## config.mk

```make
export PLATFORM = sky130hd
export DESIGN_NAME = cache_dma
export DESIGN_NICKNAME = d
export VERILOG_FILES = /design/src/verilog/cache_dma_pkg.sv /design/src/verilog/dma_status_if.sv /design/src/verilog/cache_dma.sv /design/src/verilog/dma_beat_fifo.sv /design/src/verilog/dma_done_tracker.sv /design/src/verilog/dma_evict_path.sv /design/src/verilog/dma_refill_path.sv /design/src/verilog/dma_req_issue.sv
export SDC_FILE = /design/constraint.sdc
export NUM_CORES = 1
export LEC_CHECK = 0
export ABC_CLOCK_PERIOD_IN_PS = 45300
export BUFFER_PORTS_ARGS = -buffer_cell sky130_fd_sc_hd__clkbuf_2
export CAP_MARGIN = 15
export CORE_ASPECT_RATIO = 0.7
export CORE_MARGIN = 4
export CORE_UTILIZATION = 47
export CTS_CLUSTER_DIAMETER = 30
export DETAILED_ROUTE_END_ITERATION = 10
export PLACE_DENSITY = 0.8
export SLEW_MARGIN = 30
export SYNTH_ARGS = -nofsm -noshare
export SYNTH_HDL_FRONTEND = slang
export SYNTH_SLANG_ARGS = --single-unit
```

## constraint.sdc

```tcl
create_clock -name clk_i -period 45.3 [get_ports clk_i]
set_input_delay 9.06 -clock clk_i [delete_from_list [all_inputs] [get_ports clk_i]]
set_output_delay 9.06 -clock clk_i [all_outputs]
set_load 0.01 [all_outputs]
```

## src/verilog/cache_dma_pkg.sv

```systemverilog
`default_nettype none

package cache_dma_pkg;

  // what the miss handling unit asks the DMA engine to do
  typedef enum logic [1:0] {
    e_dma_nop              = 2'b00,
    e_dma_send_refill_addr = 2'b01,
    e_dma_send_evict_addr  = 2'b10
  } dma_cmd_e;

  // bits in one byte lane of a byte mask
  localparam int byte_width_c = 8;

  // smallest depth for any beat FIFO
  localparam int min_fifo_els_c = 2;

endpackage

`default_nettype wire

```

## src/verilog/dma_status_if.sv

```systemverilog
`default_nettype none

interface dma_status_if #(
  parameter int mshr_els_p = 4,
  localparam int lg_mshr_els_lp = (mshr_els_p > 1) ? $clog2(mshr_els_p) : 1
) (
  input logic clk_i,
  input logic reset_i
);

  // one completion event per engine, each tagged with its MSHR entry
  logic                      req_done;
  logic [lg_mshr_els_lp-1:0] req_id;
  logic                      refill_done;
  logic [lg_mshr_els_lp-1:0] refill_id;
  logic                      evict_done;
  logic [lg_mshr_els_lp-1:0] evict_id;

  modport req (output req_done, output req_id);
  modport refill (output refill_done, output refill_id);
  modport evict (output evict_done, output evict_id);

  modport tracker (
    input clk_i,
    input reset_i,
    input req_done,
    input req_id,
    input refill_done,
    input refill_id,
    input evict_done,
    input evict_id
  );

endinterface

`default_nettype wire
```

## src/verilog/cache_dma.sv

```systemverilog
`default_nettype none

module cache_dma #(
  parameter int addr_width_p = 32,
  parameter int word_width_p = 32,
  parameter int block_size_in_words_p = 8,
  parameter int dma_data_width_p = 64,
  parameter int mshr_els_p = 4,
  localparam int lg_mshr_els_lp = (mshr_els_p > 1) ? $clog2(mshr_els_p) : 1,
  localparam int block_data_width_lp = block_size_in_words_p * word_width_p,
  localparam int block_mask_width_lp = block_data_width_lp / cache_dma_pkg::byte_width_c
) (
  input  logic                             clk_i,
  input  logic                             reset_i,

  // request side, from the miss handling unit
  input  cache_dma_pkg::dma_cmd_e          mhu_cmd_i,
  input  logic [addr_width_p-1:0]          mhu_req_addr_i,
  input  logic [lg_mshr_els_lp-1:0]        mhu_req_mshr_id_i,
  input  logic [block_size_in_words_p-1:0] dirty_word_mask_i,
  output logic                             dma_pkt_v_o,
  input  logic                             dma_pkt_yumi_i,
  output logic                             dma_pkt_write_not_read_o,
  output logic [addr_width_p-1:0]          dma_pkt_addr_o,
  output logic [block_size_in_words_p-1:0] dma_pkt_mask_o,
  output logic [lg_mshr_els_lp-1:0]        dma_pkt_mshr_id_o,

  // refill side
  input  logic [dma_data_width_p-1:0]      dma_data_i,
  input  logic                             dma_data_v_i,
  output logic                             dma_data_ready_o,
  input  logic [lg_mshr_els_lp-1:0]        dma_refill_mshr_id_i,
  input  logic [block_data_width_lp-1:0]   mshr_data_i,
  input  logic [block_mask_width_lp-1:0]   mshr_byte_mask_i,
  output logic                             mshr_cam_r_v_o,
  output logic [1:0][dma_data_width_p-1:0] transmitter_refill_data_o,
  output logic                             transmitter_refill_v_o,
  input  logic                             transmitter_refill_ready_i,
  input  logic                             transmitter_refill_done_i,

  // evict side
  input  logic                             transmitter_evict_v_i,
  input  logic [dma_data_width_p-1:0]      transmitter_evict_data_i,
  input  logic [lg_mshr_els_lp-1:0]        transmitter_evict_mshr_id_i,
  output logic                             transmitter_evict_yumi_o,
  output logic [dma_data_width_p-1:0]      dma_data_o,
  output logic                             dma_data_v_o,
  input  logic                             dma_data_yumi_i,

  output logic [mshr_els_p-1:0]            mhu_dma_done_o
);

  // completion events of all three engines meet here
  dma_status_if #(.mshr_els_p(mshr_els_p)) status (
    .clk_i(clk_i),
    .reset_i(reset_i)
  );

  dma_req_issue #(
    .addr_width_p(addr_width_p),
    .word_width_p(word_width_p),
    .block_size_in_words_p(block_size_in_words_p),
    .mshr_els_p(mshr_els_p)
  ) req_issue (.*);

  dma_refill_path #(
    .word_width_p(word_width_p),
    .block_size_in_words_p(block_size_in_words_p),
    .dma_data_width_p(dma_data_width_p),
    .mshr_els_p(mshr_els_p)
  ) refill_path (.*);

  dma_evict_path #(
    .word_width_p(word_width_p),
    .block_size_in_words_p(block_size_in_words_p),
    .dma_data_width_p(dma_data_width_p),
    .mshr_els_p(mshr_els_p)
  ) evict_path (.*);

  dma_done_tracker #(
    .mshr_els_p(mshr_els_p)
  ) done_tracker (.*);

endmodule

`default_nettype wire

```

## src/verilog/dma_beat_fifo.sv

```systemverilog
`default_nettype none

module dma_beat_fifo #(
  parameter int width_p = 64,
  parameter int els_p = 4,
  localparam int ptr_width_lp = (els_p > 1) ? $clog2(els_p) : 1,
  localparam int count_width_lp = $clog2(els_p + 1)
) (
  input  logic               clk_i,
  input  logic               reset_i,
  input  logic               v_i,
  output logic               ready_o,
  input  logic [width_p-1:0] data_i,
  output logic               v_o,
  output logic [width_p-1:0] data_o,
  input  logic               yumi_i
);

  logic [width_p-1:0]        mem_r [els_p];
  logic [ptr_width_lp-1:0]   rd_ptr_r;
  logic [ptr_width_lp-1:0]   wr_ptr_r;
  logic [count_width_lp-1:0] count_r;
  logic                      enq;
  logic                      deq;

  assign ready_o = (count_r < els_p);
  assign v_o     = (count_r != '0);
  assign data_o  = mem_r[rd_ptr_r];
  assign enq     = v_i & ready_o;
  assign deq     = yumi_i;

  always_ff @(posedge clk_i) begin
    if (reset_i) begin
      rd_ptr_r <= '0;
      wr_ptr_r <= '0;
      count_r  <= '0;
    end else begin
      // pointers wrap at the last entry, so any depth works
      if (enq) begin
        wr_ptr_r <= (wr_ptr_r == ptr_width_lp'(els_p - 1)) ? '0 : wr_ptr_r + 1'b1;
      end
      if (deq) begin
        rd_ptr_r <= (rd_ptr_r == ptr_width_lp'(els_p - 1)) ? '0 : rd_ptr_r + 1'b1;
      end
      if (enq && !deq) begin
        count_r <= count_r + 1'b1;
      end else if (!enq && deq) begin
        count_r <= count_r - 1'b1;
      end
    end
  end

  always_ff @(posedge clk_i) begin
    if (enq) begin
      mem_r[wr_ptr_r] <= data_i;
    end
  end

  // consumer may only take a beat that is on offer
  assert property (@(posedge clk_i) disable iff (reset_i) yumi_i |-> v_o)
    else $error("yumi_i without v_o in beat fifo");

endmodule

`default_nettype wire

```

## src/verilog/dma_done_tracker.sv

```systemverilog
`default_nettype none

module dma_done_tracker #(
  parameter int mshr_els_p = 4
) (
  dma_status_if.tracker          status,
  output logic [mshr_els_p-1:0] mhu_dma_done_o
);

  logic [mshr_els_p-1:0] req_oh;
  logic [mshr_els_p-1:0] refill_oh;
  logic [mshr_els_p-1:0] evict_oh;

  // one-hot per engine
  always_comb begin
    for (int i = 0; i < mshr_els_p; i++) begin
      req_oh[i]    = status.req_done & (status.req_id == i);
      refill_oh[i] = status.refill_done & (status.refill_id == i);
      evict_oh[i]  = status.evict_done & (status.evict_id == i);
    end
  end

  assign mhu_dma_done_o = req_oh | refill_oh | evict_oh;

  // the MHU frees an entry on done, so two engines must never finish the same one together
  assert property (@(posedge status.clk_i) disable iff (status.reset_i)
    ((req_oh & refill_oh) | (req_oh & evict_oh) | (refill_oh & evict_oh)) == '0)
    else $error("two completions for one mshr entry in the same cycle");

endmodule

`default_nettype wire

```

## src/verilog/dma_evict_path.sv

```systemverilog
`default_nettype none

module dma_evict_path #(
  parameter int word_width_p = 32,
  parameter int block_size_in_words_p = 8,
  parameter int dma_data_width_p = 64,
  parameter int mshr_els_p = 4,
  localparam int lg_mshr_els_lp = (mshr_els_p > 1) ? $clog2(mshr_els_p) : 1
) (
  input  logic                        clk_i,
  input  logic                        reset_i,
  input  logic                        transmitter_evict_v_i,
  input  logic [dma_data_width_p-1:0] transmitter_evict_data_i,
  input  logic [lg_mshr_els_lp-1:0]   transmitter_evict_mshr_id_i,
  output logic                        transmitter_evict_yumi_o,
  output logic [dma_data_width_p-1:0] dma_data_o,
  output logic                        dma_data_v_o,
  input  logic                        dma_data_yumi_i,
  dma_status_if.evict                 status
);
  import cache_dma_pkg::*;

  localparam int burst_lp = block_size_in_words_p * word_width_p / dma_data_width_p;
  localparam int cnt_width_lp = $clog2(burst_lp + 1);
  localparam int fifo_els_lp = (burst_lp < min_fifo_els_c) ? min_fifo_els_c : burst_lp;

  logic [cnt_width_lp-1:0]   in_cnt_r;
  logic                      in_full;
  logic                      accept;
  logic                      fifo_ready_lo;
  logic                      fifo_v_lo;
  logic                      evict_done;
  logic [lg_mshr_els_lp-1:0] evict_id_r;

  assign in_full                  = (in_cnt_r == burst_lp);
  assign accept                   = transmitter_evict_v_i & fifo_ready_lo & ~in_full;
  assign transmitter_evict_yumi_o = accept;

  dma_beat_fifo #(
    .width_p(dma_data_width_p),
    .els_p(fifo_els_lp)
  ) out_fifo (
    .clk_i(clk_i),
    .reset_i(reset_i),
    .v_i(accept),
    .ready_o(fifo_ready_lo),
    .data_i(transmitter_evict_data_i),
    .v_o(fifo_v_lo),
    .data_o(dma_data_o),
    .yumi_i(dma_data_yumi_i)
  );

  // memory sees nothing until the whole block is buffered
  assign dma_data_v_o = fifo_v_lo & in_full;

  // block is gone once everything came in and the fifo ran dry
  assign evict_done = in_full & ~fifo_v_lo;

  always_ff @(posedge clk_i) begin
    if (reset_i || evict_done) begin
      in_cnt_r <= '0;
    end else if (accept) begin
      in_cnt_r <= in_cnt_r + 1'b1;
    end
  end

  // id rides along with the first beat
  always_ff @(posedge clk_i) begin
    if (accept && (in_cnt_r == '0)) begin
      evict_id_r <= transmitter_evict_mshr_id_i;
    end
  end

  assign status.evict_done = evict_done;
  assign status.evict_id   = evict_id_r;

endmodule

`default_nettype wire

```

## src/verilog/dma_refill_path.sv

```systemverilog
`default_nettype none

module dma_refill_path #(
  parameter int word_width_p = 32,
  parameter int block_size_in_words_p = 8,
  parameter int dma_data_width_p = 64,
  parameter int mshr_els_p = 4,
  localparam int lg_mshr_els_lp = (mshr_els_p > 1) ? $clog2(mshr_els_p) : 1,
  localparam int block_data_width_lp = block_size_in_words_p * word_width_p,
  localparam int block_mask_width_lp = block_data_width_lp / cache_dma_pkg::byte_width_c
) (
  input  logic                             clk_i,
  input  logic                             reset_i,
  input  logic [dma_data_width_p-1:0]      dma_data_i,
  input  logic                             dma_data_v_i,
  output logic                             dma_data_ready_o,
  input  logic [lg_mshr_els_lp-1:0]        dma_refill_mshr_id_i,
  input  logic [block_data_width_lp-1:0]   mshr_data_i,
  input  logic [block_mask_width_lp-1:0]   mshr_byte_mask_i,
  output logic                             mshr_cam_r_v_o,
  output logic [1:0][dma_data_width_p-1:0] transmitter_refill_data_o,
  output logic                             transmitter_refill_v_o,
  input  logic                             transmitter_refill_ready_i,
  input  logic                             transmitter_refill_done_i,
  dma_status_if.refill                     status
);
  import cache_dma_pkg::*;

  localparam int burst_lp = block_data_width_lp / dma_data_width_p;
  localparam int cnt_width_lp = $clog2(burst_lp + 1);
  localparam int sel_width_lp = (burst_lp > 1) ? $clog2(burst_lp) : 1;
  localparam int beat_mask_width_lp = dma_data_width_p / byte_width_c;
  localparam int fifo_els_lp = (burst_lp < min_fifo_els_c) ? min_fifo_els_c : burst_lp;

  logic [cnt_width_lp-1:0]          in_cnt_r;
  logic [cnt_width_lp-1:0]          out_cnt_r;
  logic                             in_full;
  logic                             fifo_v_li;
  logic                             fifo_ready_lo;
  logic                             accept;
  logic                             fifo_v_lo;
  logic [dma_data_width_p-1:0]      fifo_data_lo;
  logic                             fifo_yumi_li;
  logic [lg_mshr_els_lp-1:0]        refill_id_r;
  logic [block_data_width_lp-1:0]   mshr_data_r;
  logic [block_mask_width_lp-1:0]   mshr_mask_r;
  logic [sel_width_lp-1:0]          beat_sel;
  logic [dma_data_width_p-1:0]      mshr_beat;
  logic [beat_mask_width_lp-1:0]    mshr_beat_mask;
  logic [dma_data_width_p-1:0]      merged_beat;
  logic [1:0][dma_data_width_p-1:0] pair_r;
  logic [1:0]                       pair_cnt_r;
  logic                             pair_full;
  logic                             pair_yumi;
  logic                             done_r;
  logic                             done_seen;
  logic                             refill_done;

  // pairing into two-beat words needs an even beat count
  if ((burst_lp % 2) != 0) begin : g_odd_burst
    $error("refill path needs an even number of beats per block");
  end

  // stop taking beats once the whole block is in
  assign in_full          = (in_cnt_r == burst_lp);
  assign fifo_v_li        = dma_data_v_i & ~in_full;
  assign dma_data_ready_o = fifo_ready_lo & ~in_full;
  assign accept           = fifo_v_li & fifo_ready_lo;
  assign mshr_cam_r_v_o   = accept & (in_cnt_r == '0);

  dma_beat_fifo #(
    .width_p(dma_data_width_p),
    .els_p(fifo_els_lp)
  ) in_fifo (
    .clk_i(clk_i),
    .reset_i(reset_i),
    .v_i(fifo_v_li),
    .ready_o(fifo_ready_lo),
    .data_i(dma_data_i),
    .v_o(fifo_v_lo),
    .data_o(fifo_data_lo),
    .yumi_i(fifo_yumi_li)
  );

  // pick the block slice that lines up with the beat leaving the fifo
  assign beat_sel       = out_cnt_r[sel_width_lp-1:0];
  assign mshr_beat      = mshr_data_r[beat_sel*dma_data_width_p +: dma_data_width_p];
  assign mshr_beat_mask = mshr_mask_r[beat_sel*beat_mask_width_lp +: beat_mask_width_lp];

  // bytes already written into the MSHR win over memory data
  always_comb begin
    for (int i = 0; i < beat_mask_width_lp; i++) begin
      merged_beat[i*byte_width_c +: byte_width_c] = mshr_beat_mask[i]
        ? mshr_beat[i*byte_width_c +: byte_width_c]
        : fifo_data_lo[i*byte_width_c +: byte_width_c];
    end
  end

  assign pair_full                 = pair_cnt_r[1];
  assign fifo_yumi_li              = fifo_v_lo & ~pair_full;
  assign transmitter_refill_v_o    = pair_full;
  assign transmitter_refill_data_o = pair_r;
  assign pair_yumi                 = pair_full & transmitter_refill_ready_i;

  // a done pulse may come early, so the flag holds it until all beats are in
  assign done_seen   = done_r | transmitter_refill_done_i;
  assign refill_done = in_full & done_seen;

  always_ff @(posedge clk_i) begin
    if (reset_i || refill_done) begin
      in_cnt_r  <= '0;
      out_cnt_r <= '0;
      done_r    <= 1'b0;
    end else begin
      if (accept) begin
        in_cnt_r <= in_cnt_r + 1'b1;
      end
      if (fifo_yumi_li) begin
        out_cnt_r <= out_cnt_r + 1'b1;
      end
      if (transmitter_refill_done_i) begin
        done_r <= 1'b1;
      end
    end
  end

  always_ff @(posedge clk_i) begin
    if (reset_i) begin
      pair_cnt_r <= '0;
    end else if (pair_yumi) begin
      pair_cnt_r <= '0;
    end else if (fifo_yumi_li) begin
      pair_cnt_r <= pair_cnt_r + 1'b1;
    end
  end

  always_ff @(posedge clk_i) begin
    if (mshr_cam_r_v_o) begin
      refill_id_r <= dma_refill_mshr_id_i;
      mshr_data_r <= mshr_data_i;
      mshr_mask_r <= mshr_byte_mask_i;
    end
    if (fifo_yumi_li) begin
      pair_r[pair_cnt_r[0]] <= merged_beat;
    end
  end

  assign status.refill_done = refill_done;
  assign status.refill_id   = refill_id_r;

  assert property (@(posedge clk_i) disable iff (reset_i) in_cnt_r <= burst_lp)
    else $error("refill beat count ran past the block");

endmodule

`default_nettype wire

```

## src/verilog/dma_req_issue.sv

```systemverilog
`default_nettype none

module dma_req_issue #(
  parameter int addr_width_p = 32,
  parameter int word_width_p = 32,
  parameter int block_size_in_words_p = 8,
  parameter int mshr_els_p = 4,
  localparam int lg_mshr_els_lp = (mshr_els_p > 1) ? $clog2(mshr_els_p) : 1
) (
  input  cache_dma_pkg::dma_cmd_e          mhu_cmd_i,
  input  logic [addr_width_p-1:0]          mhu_req_addr_i,
  input  logic [lg_mshr_els_lp-1:0]        mhu_req_mshr_id_i,
  input  logic [block_size_in_words_p-1:0] dirty_word_mask_i,
  output logic                             dma_pkt_v_o,
  input  logic                             dma_pkt_yumi_i,
  output logic                             dma_pkt_write_not_read_o,
  output logic [addr_width_p-1:0]          dma_pkt_addr_o,
  output logic [block_size_in_words_p-1:0] dma_pkt_mask_o,
  output logic [lg_mshr_els_lp-1:0]        dma_pkt_mshr_id_o,
  dma_status_if.req                        status
);
  import cache_dma_pkg::*;

  localparam int block_bytes_lp = block_size_in_words_p * word_width_p / byte_width_c;
  localparam int block_offset_width_lp = (block_bytes_lp > 1) ? $clog2(block_bytes_lp) : 0;
  localparam logic [addr_width_p-1:0] offset_mask_lp = (1 << block_offset_width_lp) - 1;

  always_comb begin
    dma_pkt_v_o              = 1'b0;
    dma_pkt_write_not_read_o = 1'b0;
    dma_pkt_mask_o           = '0;
    case (mhu_cmd_i)
      e_dma_send_refill_addr: begin
        dma_pkt_v_o = 1'b1;
      end
      e_dma_send_evict_addr: begin
        dma_pkt_v_o              = 1'b1;
        dma_pkt_write_not_read_o = 1'b1;
        // only dirty words go back to memory
        dma_pkt_mask_o           = dirty_word_mask_i;
      end
      default: begin
        dma_pkt_v_o = 1'b0;
      end
    endcase
  end

  // requests are always block aligned
  assign dma_pkt_addr_o    = mhu_req_addr_i & ~offset_mask_lp;
  assign dma_pkt_mshr_id_o = mhu_req_mshr_id_i;

  assign status.req_done = dma_pkt_v_o & dma_pkt_yumi_i;
  assign status.req_id   = mhu_req_mshr_id_i;

endmodule

`default_nettype wire

```

# == Word level (Yosys, flattened, before mapping) ==
# Memories as Yosys holds them, arrays and structs flattened. A register that Yosys moved wholly into a read port is not among the register bits.
# Cells that the tools add are included.
# word_totals
regBits,446
ram_bits,512
input_bits,472
output_inout_bits,245
memories,2
# memory_table
name,depth,width,read_ports,rd_clocked_by_memory_dff,write_ports,line_no,source
evict_path.out_fifo.mem_r,4,64,1,1,1,dma_beat_fifo.sv:19,logic [width_p-1:0] mem_r [els_p];
refill_path.in_fifo.mem_r,4,64,1,1,1,dma_beat_fifo.sv:19,
# op_classes
n_addsub,12
magnitude_cmp,4
n_eq_ne,17
shifts,2
mux,30
bitwise,32
reduce_logical,23
# op_table
op,n
$shiftx 256x9->64,1
$bwmux 128,1
$mux 8,9
$demux 64 s1,1
$mux 64,1
$shiftx 32x6->8,1
$and 1x1->1,25
$eq 2x2->1 const B,11
$mux 2,8
$add 3x1->3 const B,5
$mux 3,4
$add 2x1->2 const B,5
$eq 2x1->1 const B,4
$or 4x4->4,2
$eq 3x3->1 const B,2
$logic_and 1x1->1,6
$logic_not 2->1,3
$logic_not 3->1,2
$lt 3x3->1 const B,2
$mux 1,6
$reduce_bool 3->1,2
$sub 3x1->3 const B,2
$logic_not 1->1,4
$not 1->1,4
6 further kinds,9

# == Depth between registers and ports, before layout ==
# Gate-level depths: netlist (run 1).
# depth
word_depth,8
depth_mapped,11
ltp_nobuf,10

# == Modules after synthesis ==
# From an unflattened synthesis (run 1), not the netlist that was laid out.
# hier_totals
hier_cells,1478
hier_area_um2,36068.3
# by_module_without_submodules
module,n_inst,cells_per_inst,area_each_um2,seq_area_each_um2
dma_beat_fifo,2,380,9759.4,7867.5
dma_refill_path,1,625,15823.9,12712.2
dma_req_issue,1,50,362.8,0.0
dma_evict_path,1,27,262.8,120.1
dma_done_tracker,1,16,100.1,0.0

# == Worst setup path before layout (run 1) ==
# Ideal clock, no wire load.
# synth_timing
path_kind,input -> output
startpoint,input port dma_data_v_i
endpoint,output port mshr_cam_r_v_o
arrival_time_ns,38.834
t_required_ns,36.240
path_slack_ns,-2.594
cell_stages,2
cell_sequence,inv_1 > nor4b_1
# synth_via
elab_chain_len,3
# synth_lines
element,line_no,source
from (decl),cache_dma.sv:30,"input logic dma_data_v_i,"
$and 1x1->1,dma_refill_path.sv:66,assign fifo_v_li = dma_data_v_i & ~in_full;
$and 1x1->1,dma_refill_path.sv:68,assign accept = fifo_v_li & fifo_ready_lo;
$and 1x1->1,dma_refill_path.sv:69,assign mshr_cam_r_v_o = accept & (in_cnt_r == '0);
to (decl),cache_dma.sv:35,"output logic mshr_cam_r_v_o,"
# No other way between the ends.

# == Worst setup path in the final report (run 1) ==
# layout_timing
startpoint,input port mhu_cmd_i[0]
endpoint,output port mhu_dma_done_o[0]
# layout_via
elab_chain_len,7
# layout_lines
element,line_no,source
from (decl),cache_dma.sv:17,"input cache_dma_pkg::dma_cmd_e mhu_cmd_i,"
$eq 2x1->1 or $eq 2x2->1 (tied branches),dma_req_issue.sv:32,case (mhu_cmd_i)
$reduce_or 2->1 (no source line) (*),-,
$mux 1 (*),dma_req_issue.sv:32,
$and 1x1->1 (*),dma_req_issue.sv:52,assign status.req_done = dma_pkt_v_o & dma_pkt_yumi_i;
$and 1x1->1 (*),dma_done_tracker.sv:17,req_oh[i] = status.req_done & (status.req_id == i);
$or 4x4->4 (*) (2 in series),dma_done_tracker.sv:23,assign mhu_dma_done_o = req_oh | refill_oh | evict_oh;
to (decl),cache_dma.sv:50,output logic [mshr_els_p-1:0] mhu_dma_done_o
# Mark *: on every way between the ends. The rest lies on a longest branch, timed or not.

==> results of run 1 <==
sequential cells by signal (all words and copies together), names as in the netlist, 3 cells and up, named ones only:
register                               count
evict_path.out_fifo.count_r                3
refill_path.in_fifo.count_r                3
evict_path.out_fifo.mem_r                256
refill_path.transmitter_refill_data_o    128
refill_path.mshr_data_r                  256
refill_path.mshr_mask_r                   32
refill_path.in_cnt_r                       3
evict_path.in_cnt_r                        3
refill_path.in_fifo.mem_r                256
power breakdown:
group | internal, W | switching (W) | total [W]
sequential | 0.00118 | 0.0000648 | 0.00124
clock | 0.000584 | 0.000375 | 0.000958
combinational | 0.000259 | 0.000317 | 0.000576
Yosys cell counts (all sizes together), types with 4 or more instances:
master	instances	share of area
edfxtp	932	0.78
mux4	200	0.13
buf	75	0.016
mux2	64	0.027
dfxtp	29	0.016
inv	22	0.0023
a21oi	18	0.0025
ha	17	0.0059
clkbuf	16	0.0017
o21ai	15	0.0021
nand3	12	0.0017
nor2	12	0.0013
and2	9	0.0016
and3	8	0.0014
or3	6	0.0010
or4	5	0.0010
nand2b	4	0.00070
xor2	4	0.00098
final cells by class:
type / instances / area share
Antenna cell: 7 / 0.000397
Clock buffer: 137 / 0.0709
Clock inverter: 89 / 0.0227
Inverter: 22 / 0.00198
Multi-Input combinational cell: 411 / 0.149
Sequential cell: 961 / 0.647
Tap cell: 989 / 0.0280
Timing Repair Buffer: 675 / 0.0792
worst max path at each step:
stage                             end          from  slack (ns)
global placement    mhu_dma_done_o[0]  mhu_cmd_i[0]       26.12
floorplan              mshr_cam_r_v_o  dma_data_v_i       11.48
finish              mhu_dma_done_o[0]  mhu_cmd_i[0]       26.04
detailed placement  mhu_dma_done_o[2]  mhu_cmd_i[0]       26.06
global route        mhu_dma_done_o[2]  mhu_cmd_i[0]       25.97
CTS                 mhu_dma_done_o[2]  mhu_cmd_i[0]       26.05
stage by stage:
step	hold slack (ns)	util	instance area (um2)	worst slack (ns)
final	0.506	0.587	44200	26.04
after global routing	0.537	0.587	44100	25.97
after CTS	0.507	0.586	44100	26.05
after detailed placement	0.499	0.531	39900	26.06
after global placement	0.474	0.531	39900	26.12
after floorplan	0.466	-	35800	11.48
cells by family (layout without fill, tap and decap cells):
logic type	after synthesis	count (layout)	synth area share
buf+inv	113	923	0.0197
xor+xnor	4	4	0.000978
simple gates	72	72	0.0116
fa+ha+maj	19	19	0.00706
compound gates	44	44	0.00709
other cells	1	12	0.000105
flops	961	961	0.798
mux	267	267	0.156
cells in the final DEF, fill, tap and decap left out, types with 9 or more instances in the layout:
| cell type | Yosys | layout |
|---|---|---|
| edfxtp_1 | 932 | 932 |
| clkbuf_2 | 0 | 652 |
| mux4_2 | 178 | 178 |
| clkbuf_16 | 0 | 123 |
| mux2_4 | 64 | 64 |
| clkinv_2 | 0 | 23 |
| dfxtp_1 | 29 | 23 |
| mux4_1 | 22 | 22 |
| inv_1 | 21 | 19 |
| a21oi_1 | 18 | 18 |
| ha_1 | 17 | 17 |
| buf_4 | 34 | 17 |
| o21ai_0 | 15 | 15 |
| bufinv_16 | 0 | 14 |
| clkbuf_1 | 16 | 14 |
| clkinvlp_4 | 0 | 14 |
| nor2_1 | 12 | 12 |
| nand3_1 | 12 | 12 |
| inv_6 | 0 | 11 |
| clkinv_4 | 0 | 9 |
worst min-delay path, cell delays in order (launching register included):
cell,delay (ns)
dfxtp_1,0.32
o21ai_0,0.07
a21oi_1,0.06
per-layer routing:
| layer | part of all wire | GRT usage | vias up |
|---|---|---|---|
| li1 | - | - | 7655 |
| met1 | 0.37 | 0.244 | 9162 |
| met2 | 0.52 | 0.346 | 819 |
| met3 | 0.085 | 0.0584 | 156 |
| met4 | 0.025 | 0.0601 | 16 |
| met5 | 0.0013 | 0 | - |
==> results.txt, run 1 <==
Status = finished, final reports clean
Vias in the first global route = 19300
Worst-skew pair later-pin latency = 0.66 ns
Vias = 17800
Hold_buf cts = 0
Largest net degree at the start of global routing = 190
Placer Congestion = 0.796
Worst path required time = 36.24 ns
Worst path bufs/invs = 3
Max transition margin = 0.362
1st-iter DRT viols = 1376
Crit. End Element = output pin
Placed Instances = 3056
Min-delay src = evict_path.in_cnt_r[0]$_SDFFE_PP0N_
WHS Path Cells = 2
Ports = 717
Mapped Cells = 1481
# Post-CTS Setup Buffers = 0
Crit path kind = in2out
Starting Density = 0.476
Asr flop ratio synth = 0
Clock Path Buffers = 3
Multi-input combinational cell area = 6600 um2
Rows = 84
Final Max Slew Viols = 0
Wirelength per Cell = 25.0 um
Reg2reg start = refill_path.in_cnt_r[0]$_SDFFE_PP0P_
Hold Crit Endpoint = evict_path.in_cnt_r[0]$_SDFFE_PP0N_
Pleak = 15.9 nW
Number of synthesized flops with an enable pin = 932
Most used DFF post-synth = edfxtp_1
Slowest stage cell, crit path = ha_1
Worst-path maximum fanout = 3
Synthesized flop and latch total = 961
Max-Cap Viols = 0
Vias per inst = 5.41
FF-to-FF setup slack = 42.06 ns
WL final = 82200 um
Syn avg cell area = 24.2 um2
Slew @ Worst Pin = 0.957 ns
Post-DP HPWL = 52800 um
Peak VDD IR = 0.0454 mV
CTS tree = built
Hold Crit Class = reg2reg
Worst Skew = 0.0280 ns
Post-synthesis sequential area ratio = 0.798
Die Area = 80700 um2
Final setup viols = 0
H-tree levels = 3
Mapped Area = 35800 um2
Yosys warns = 0
Resized Gates After CTS = 0
Final Total Pwr = 0.00278 W
Die Width = 338 um
Crit share post-route = 0.425
Sequential cell area = 28600 um2
PortBufs = 652
Cell Pwr Density = 62.9 nW/um2
Final Hold Vio Count = 0
Max stage delay on crit path = 0.33 ns
Initial antenna violation count = 14
Global route overflow = 0
Post-route ant nets = 0
Fmax = 51.9 MHz
RSZ-0062 raised after global routing = no
Distinct cells, synth = 42
Critical R2R Capture = refill_path.mshr_data_r[96]$_DFFE_PP_
Cts bufs inserted = 120
Die Ht = 239 um
DRT Pass-1 Iters = 6
Levels on crit path = 7
First-pass GRT wire length = 119000 um
Clock-pin slew on the worst setup and hold paths = 0.05 ns
GRT Total Usage = 0.200
FF-to-FF path depth = 7
Nets = 2682
Clk sink count = 961
DRC Markers = 0
Share of cells above drive strength 1 = 0.497
Post-route minimum period = 19.26 ns
Area grow syn2layout = 23.3%
Core area = 75300 um2
Startpoint Class = primary input
CP cell instances = clkbuf_2, inv_1, ha_1, nor2b_1, nor3b_1, or3_1, clkbuf_2
Family with the most delay on the worst path = simple AND/OR/NAND/NOR gates
Root Buffer = clkbuf_16
Arr. time, crit path = 10.20 ns
Setup TNS Final = 0 ns
Fill count = 5192
Finished Layout Cells = 3291
Cell mode on critical path = clkbuf_2
No activity file was read; power rests on OpenSTA's default activity.
==> inputs of run 2 (changes only) <==
- ABC_CLOCK_PERIOD_IN_PS: 45300 -> 17700
- clock period: 45.3 -> 17.7 ns (I/O delays scaled with it)
==> results.txt, run 2 (same netlist as run 1, synthesis figures left out) <==
CTS tree = built (unchanged)
Most common cell after layout, fill and taps aside = edfxtp_1 (unchanged)
Commonest cells after routing, fill and taps aside = 932 x edfxtp_1, 652 x clkbuf_2, 178 x mux4_2 (unchanged)
FF-to-FF path depth = 6 (was 7)
Critical R2R Capture = refill_path.mshr_data_r[95]$_DFFE_PP_ (was refill_path.mshr_data_r[96]$_DFFE_PP_)
RSZ-0062 raised after global routing = no (unchanged)
Arr. time, crit path = 5.41 ns (was 10.20 ns)
Peak VDD IR = 0.121 mV (was 0.0454 mV)
Finished Layout Cells = 3309 (was 3291)
DRT Pass-1 Iters = 5 (was 6)
Biggest regs = evict_path.out_fifo.mem_r x256, refill_path.in_fifo.mem_r x256, refill_path.mshr_data_r x256 (unchanged)
Vias per inst = 5.38 (was 5.41)
GRT Total Usage = 0.205 (was 0.200)
Resized Gates After CTS = 0 (unchanged)
Final Hold Vio Count = 0 (unchanged)
Slew @ Worst Pin = 0.997 ns (was 0.957 ns)
Worst Skew = 0.0358 ns (was 0.0280 ns)
Max transition margin = 0.335 (was 0.362)
Fill count = 5172 (was 5192)
PortBufs = 652 (unchanged)
First-pass GRT wire length = 121000 um (was 119000 um)
Global route overflow = 0 (unchanged)
Vias in the first global route = 19300 (about the same)
Crit path kind = in2out (unchanged)
Cts bufs inserted = 134 (was 120)
Cell Pwr Density = 164 nW/um2 (was 62.9 nW/um2)
Crit share post-route = 0.506
Largest net degree at the start of global routing = 126 (was 190)
Status = finished, final reports clean (unchanged)
Multi-input combinational cell area = 6590 um2 (was 6600 um2)
Worst setup path start = dma_data_v_i (was mhu_cmd_i[0])
Hold Crit Class = reg2reg (unchanged)
Startpoint Class = primary input (unchanged)
FF-to-FF setup slack = 14.70 ns (was 42.06 ns)
Max-Cap Viols = 0 (unchanged)
Sequential cell area = 28600 um2 (unchanged)
Vias = 17800 (about the same)
Clock-pin slew on the worst setup and hold paths = 0.05 ns (about the same)
Worst-path maximum fanout = 125 (was 3)
Starting Density = 0.476 (unchanged)
Final Max Slew Viols = 0 (unchanged)
Setup TNS Final = 0 ns (unchanged)
Wirelength per Cell = 25.1 um (was 25.0 um)
Crit. End Element = output pin (unchanged)
Post-route ant nets = 0 (unchanged)
Area grow syn2layout = 24.4% (was 23.3%)
Placed Instances = 3057 (was 3056)
CP Capture Point = mshr_cam_r_v_o (was mhu_dma_done_o[0])
Reg2reg start = refill_path.in_cnt_r[0]$_SDFFE_PP0P_ (unchanged)
Post-route minimum period = 8.95 ns
Nets = 2697 (was 2682)
Core area = 75300 um2 (unchanged)
Initial antenna violation count = 12 (was 14)
Worst-skew pair later-pin latency = 0.70 ns (was 0.66 ns)
Die Area = 80700 um2 (unchanged)
Rows = 84 (unchanged)
Fmax = 112 MHz
Root Buffer = clkbuf_16 (unchanged)
Final setup viols = 0 (unchanged)
# Post-CTS Setup Buffers = 0 (unchanged)
Clk sink count = 961 (unchanged)
Die Width = 338 um (unchanged)
Placed inst area = 39900 um2 (about the same)
Cell area after layout = 44600 um2 (was 44200 um2)
Clock Path Buffers = 3 (unchanged)
Die Ht = 239 um (unchanged)
Worst path required time = 14.16 ns (was 36.24 ns)
1st-iter DRT viols = 1189 (was 1376)
Hold_buf cts = 0 (unchanged)
Post-DP HPWL = 54000 um (was 52800 um)
WL final = 83100 um (was 82200 um)
DRC Markers = 0 (unchanged)
Ports = 717 (unchanged)
Pleak = 16.2 nW (was 15.9 nW)
Share of cells above drive strength 1 = 0.503 (was 0.497)
H-tree levels = 4 (was 3)
Placer Congestion = 0.811 (was 0.796)
-- run 2: changes by cell type in the layout (fill, tap and decap cells not counted), sizes merged, moves of 2 or more --
cell	before	now
clkinvlp	14	11
clkinv	44	50
diode	7	4
bufinv	14	12
inv	39	50
clkbuf	789	797
-- run 2: final cells by class --
class / instances / area share
antenna: 4 / 0.000225
clock buffer: 145 / 0.0776
clock inverter: 101 / 0.0242
inverter: 22 / 0.00194
multi-input combinational: 411 / 0.148
sequential: 961 / 0.642
tap: 989 / 0.0278
timing repair buffer: 676 / 0.0786
-- run 2: per-layer routing --
| metal | track usage | wire (um) | up-vias |
|---|---|---|---|
| met5 | 0 | 86 | - |
| met4 | 0.0693 | 2030 | 12 |
| met3 | 0.0694 | 7080 | 145 |
| met2 | 0.352 | 43100 | 799 |
| met1 | 0.243 | 30700 | 9129 |
| li1 | - | - | 7718 |
-- run 2: power breakdown --
part / total (W) / internal (W) / switching, W / leakage [nW]
sequential: 0.00317 / 0.00301 / 0.000158 / 8.89
combinational: 0.00149 / 0.000666 / 0.000820 / 5.05
clock: 0.00265 / 0.00162 / 0.00102 / 2.21
-- run 2: critical path, stage by stage --
cell,delay [ns]
clkbuf_2,0.17
inv_1,0.18
nor4b_4,0.40
buf_4,0.23
buf_12,0.42
clkbuf_2,0.26
-- run 2: worst min-delay path by stage --
stage                     slack [ns]                             endpoint                                    startpoint  depth (start not counted)
final                           0.51  evict_path.in_cnt_r[1]$_SDFFE_PP0N_           evict_path.in_cnt_r[1]$_SDFFE_PP0N_                          2
after global routing            0.53                            flip-flop  refill_path.in_fifo.rd_ptr_r[0]$_SDFFE_PP0N_                          2
after CTS                       0.50                            flip-flop  refill_path.in_fifo.rd_ptr_r[1]$_SDFFE_PP0N_                          2
after detailed placement        0.49                            flip-flop  refill_path.in_fifo.rd_ptr_r[1]$_SDFFE_PP0N_                          2
after global placement          0.47  evict_path.in_cnt_r[0]$_SDFFE_PP0N_           evict_path.in_cnt_r[0]$_SDFFE_PP0N_                          2
after floorplan                 0.47  evict_path.in_cnt_r[0]$_SDFFE_PP0N_           evict_path.in_cnt_r[0]$_SDFFE_PP0N_                          2
-- run 2: metrics by stage --
| stage | util | worst slack, ns | total power [W] | hold WS [ns] |
|---|---|---|---|---|
| global placement | 0.531 | 8.30 | 0.00464 | 0.474 |
| floorplan | - | 1.57 | 0.00418 | 0.466 |
| global route | 0.592 | 8.62 | 0.00760 | 0.526 |
| CTS | 0.591 | 8.80 | 0.00738 | 0.505 |
| finish | 0.592 | 8.75 | 0.00730 | 0.510 |
| detailed placement | 0.531 | 8.80 | 0.00470 | 0.491 |
==> inputs of run 3 (changes only) <==
- ABC_AREA: not set -> 1
- ABC_CLOCK_PERIOD_IN_PS: 17700 -> 8600
- PLACE_DENSITY: 0.8 -> 0.76
- clock period: 17.7 -> 8.6 ns (I/O delays scaled with it)
==> results.txt, run 3 <==
Most used DFF post-synth = edfxtp_1 (unchanged)
Clock group share of total power = 0.346 (was 0.363)
Seq pwr share = 0.408 (was 0.434)
Clock Path Buffers = 3 (unchanged)
Fmax = 204 MHz
Hold Crit Class = reg2reg (unchanged)
Distinct cells, synth = 24 (was 42)
DRC Markers = 0 (unchanged)
CTS tree = built (unchanged)
Startpoint Class = flip-flop (was primary input)
Yosys top cell area share = 0.735 (was 0.782)
Nets = 4387 (was 2697)
Arr. time, crit path = 3.18 ns (was 5.41 ns)
Yosys warns = 0 (unchanged)
FF-to-FF setup slack = 4.65 ns (was 14.70 ns)
Ports = 717 (unchanged)
CP Capture Point = dma_data_o[42] (was mshr_cam_r_v_o)
Vias = 25800 (was 17800)
Area grow syn2layout = 23.1% (was 24.4%)
Final Max Slew Viols = 0 (unchanged)
Clk sink count = 961 (unchanged)
Critical R2R Capture = refill_path.mshr_mask_r[27]$_DFFE_PP_ (was refill_path.mshr_data_r[95]$_DFFE_PP_)
RSZ-0062 raised after global routing = no (unchanged)
Cts bufs inserted = 137 (was 134)
Synth area leader = edfxtp_1 (unchanged)
Starting Density = 0.473 (was 0.476)
Syn avg cell area = 11.7 um2 (was 24.2 um2)
Hold_buf cts = 0 (unchanged)
Root Buffer = clkbuf_16 (unchanged)
WL final = 102000 um (was 83100 um)
Worst path required time = 6.88 ns (was 14.16 ns)
Initial antenna violation count = 20 (was 12)
# Post-CTS Setup Buffers = 0 (unchanged)
Vias in the first global route = 24900 (was 19300)
Levels on crit path = 6 (unchanged)
Combinational share of power = 0.246 (was 0.204)
Slew @ Worst Pin = 1.06 ns (was 0.997 ns)
DRT Pass-1 Iters = 5 (unchanged)
1st-iter DRT viols = 2233 (was 1189)
Wirelength per Cell = 20.1 um (was 25.1 um)
Most common cell after layout, fill and taps aside = nand2_1 (was edfxtp_1)
Max transition margin = 0.296 (was 0.335)
Largest net degree at the start of global routing = 163 (was 126)
Rows = 87 (was 84)
Placed Instances = 4825 (was 3057)
Max-Cap Viols = 0 (unchanged)
Worst Skew = 0.0329 ns (was 0.0358 ns)
GRT Total Usage = 0.233 (was 0.205)
Top post-synthesis cells by area = edfxtp_1 74%, nand2_1 12%, nor2_1 2.9%, inv_1 2.4%, o21ai_0 1.8% (was edfxtp_1 78%, mux4_2 11%, mux2_4 2.7%, dfxtp_1 1.6%, mux4_1 1.6%)
Mapped Cells = 3242 (was 1481)
CP cell instances = inv_2, buf_4, buf_4, o21ai_0, o22ai_1, clkbuf_2 (was clkbuf_2, inv_1, nor4b_4, buf_4, buf_12, clkbuf_2)
Final setup viols = 0 (unchanged)
Worst path bufs/invs = 4 (was 5)
Synthesized flop and latch total = 961 (unchanged)
Status = finished, final reports clean (unchanged)
Crit path kind = reg2out (was in2out)
Die Ht = 246 um (was 239 um)
Family with the most delay on the worst path = buffers and inverters (unchanged)
Clock-pin slew on the worst setup and hold paths = 0.05 ns (about the same)
Asr flop ratio synth = 0 (unchanged)
Reg2reg start = refill_path.in_cnt_r[0]$_SDFFE_PP0P_ (unchanged)
H-tree levels = 4 (unchanged)
Slowest stage cell, crit path = buf_4 (was buf_12)
Die Area = 85700 um2 (was 80700 um2)
Pleak = 19.9 nW (was 16.2 nW)
Post-route minimum period = 4.90 ns
Finished Layout Cells = 5088 (was 3309)
Post-route ant nets = 0 (unchanged)
P_sw = 0.00552 W (was 0.00200 W)
Core area = 80400 um2 (was 75300 um2)
Cell mode on critical path = buf_4 (was clkbuf_2)
Share of cells above drive strength 1 = 0.232 (was 0.503)
Top-count cell post-synth = nand2_1 (was edfxtp_1)
Worst-path maximum fanout = 65 (was 125)
Pint = 0.0108 W (was 0.00530 W)
Post-DP HPWL = 66700 um (was 54000 um)
Cell Pwr Density = 348 nW/um2 (was 164 nW/um2)
Number of synthesized flops with an enable pin = 932 (unchanged)
Peak VDD IR = 0.346 mV (was 0.121 mV)
Global route overflow = 0 (unchanged)
Crit share post-route = 0.570
Post-synthesis sequential area ratio = 0.750 (was 0.798)
Biggest regs = evict_path.out_fifo.mem_r x256, refill_path.in_fifo.mem_r x256, refill_path.mshr_data_r x256 (unchanged)
Worst-skew pair later-pin latency = 0.71 ns (was 0.70 ns)
Resized Gates After CTS = 0 (unchanged)
Max stage delay on crit path = 0.63 ns (was 0.42 ns)
Final Hold Vio Count = 0 (unchanged)
FF-to-FF path depth = 7 (was 6)
Commonest cells after routing, fill and taps aside = 1224 x nand2_1, 932 x edfxtp_1, 652 x clkbuf_2 (was 932 x edfxtp_1, 652 x clkbuf_2, 178 x mux4_2)
First-pass GRT wire length = 150000 um (was 121000 um)
Switching share of power = 0.339 (was 0.274)
Setup TNS Final = 0 ns (unchanged)
Die Width = 348 um (was 338 um)
Mapped Area = 38100 um2 (was 35800 um2)
Crit. End Element = output pin (unchanged)
Placer Congestion = 0.811 (about the same)
PortBufs = 652 (unchanged)
Vias per inst = 5.06 (was 5.38)
Top post-synthesis cells by count = 1224 x nand2_1, 932 x edfxtp_1, 296 x nor2_1 (was 932 x edfxtp_1, 178 x mux4_2, 64 x mux2_4)
-- run 3: cell types whose count changed in the layout (fill, tap and decap cells not counted), sizes merged, moves of 10 or more --
| cell | delta |
|---|---|
| inv | +233 |
| nor2 | +284 |
| mux2 | -64 |
| o22ai | +64 |
| mux4 | -200 |
| clkinv | -10 |
| o21ai | +125 |
| nand3 | +77 |
| nand2 | +1221 |
-- run 3: final cells by class --
| cell class | instances | area, um2 |
|---|---|---|
| Antenna cell | 12 | 30.0 |
| Clock buffer | 149 | 3520 |
| Clock inverter | 102 | 1170 |
| Fill cell | 6184 | 33600 |
| Inverter | 251 | 950 |
| Multi-Input combinational cell | 1866 | 7760 |
| Sequential cell | 961 | 28600 |
| Tap cell | 1068 | 1340 |
| Timing Repair Buffer | 679 | 3530 |
-- run 3: power groups by stage --
stage | registers [W] | clock network [W] | logic (W)
2_1_floorplan | 0.00673 | 0 | 0.00233
3_3_place_gp | 0.00672 | 0 | 0.00391
3_5_place_dp | 0.00675 | 0 | 0.00399
4_1_cts | 0.00666 | 0.00572 | 0.00403
5_1_grt | 0.00672 | 0.00594 | 0.00445
6_report | 0.00666 | 0.00564 | 0.00400
-- run 3: cell families after synthesis --
family | after synthesis | synth area share
AO/OA/AOI/OAI | 226 | 0.0318
XOR/XNOR | 3 | 0.000690
adder cells (fa/ha/maj) | 19 | 0.00664
buffers and inverters | 419 | 0.0483
flip-flops | 961 | 0.750
other | 1 | 0.0000985
AND/OR/NAND/NOR | 1613 | 0.162
-- run 3: worst min-delay path: cells and delay by family (launching register included) --
family | cells | cell delay (ns)
compound gates | 1 | 0.07
flops | 1 | 0.31
simple gates | 1 | 0.06
-- run 3: how the worst min path moves through the flow --
| stage | start | endpoint | slack, ns | cells past startpoint |
|---|---|---|---|---|
| finish | refill_path.in_fifo.rd_ptr_r[1]$_SDFFE_PP0N_ | flip-flop | 0.49 | 2 |
| global route | refill_path.in_fifo.rd_ptr_r[1]$_SDFFE_PP0N_ | flip-flop | 0.51 | 2 |
| CTS | refill_path.in_fifo.rd_ptr_r[1]$_SDFFE_PP0N_ | flip-flop | 0.49 | 2 |
| global placement | refill_path.pair_cnt_r[0]$_SDFFE_PP0N_ | refill_path.pair_cnt_r[0]$_SDFFE_PP0N_ | 0.46 | 2 |
| detailed placement | refill_path.in_fifo.rd_ptr_r[1]$_SDFFE_PP0N_ | flip-flop | 0.48 | 2 |
| floorplan | refill_path.pair_cnt_r[0]$_SDFFE_PP0N_ | refill_path.pair_cnt_r[0]$_SDFFE_PP0N_ | 0.45 | 2 |
-- run 3: per-stage QoR --
| step | power, W | worst slack (ns) | utilization | hold slack, ns | area [um2] |
|---|---|---|---|---|---|
| after floorplan | 0.00906 | 0.707 | - | 0.451 | 38100 |
| after global placement | 0.0106 | 3.72 | 0.523 | 0.463 | 42100 |
| after detailed placement | 0.0107 | 3.70 | 0.524 | 0.480 | 42200 |
| after CTS | 0.0164 | 3.70 | 0.582 | 0.488 | 46800 |
| after global routing | 0.0171 | 3.43 | 0.583 | 0.510 | 46900 |
| final | 0.0163 | 3.70 | 0.583 | 0.486 | 46900 |
-- run 3: metal layers --
| layer | global-route usage | part of all wire | wire (um) | vias up |
|---|---|---|---|---|
| li1 | - | - | - | 12100 |
| met1 | 0.306 | 0.40 | 40800 | 12200 |
| met2 | 0.380 | 0.48 | 49200 | 1163 |
| met3 | 0.0603 | 0.090 | 9150 | 192 |
| met4 | 0.0826 | 0.029 | 2930 | 16 |
| met5 | 0 | 0.00074 | 76 | - |
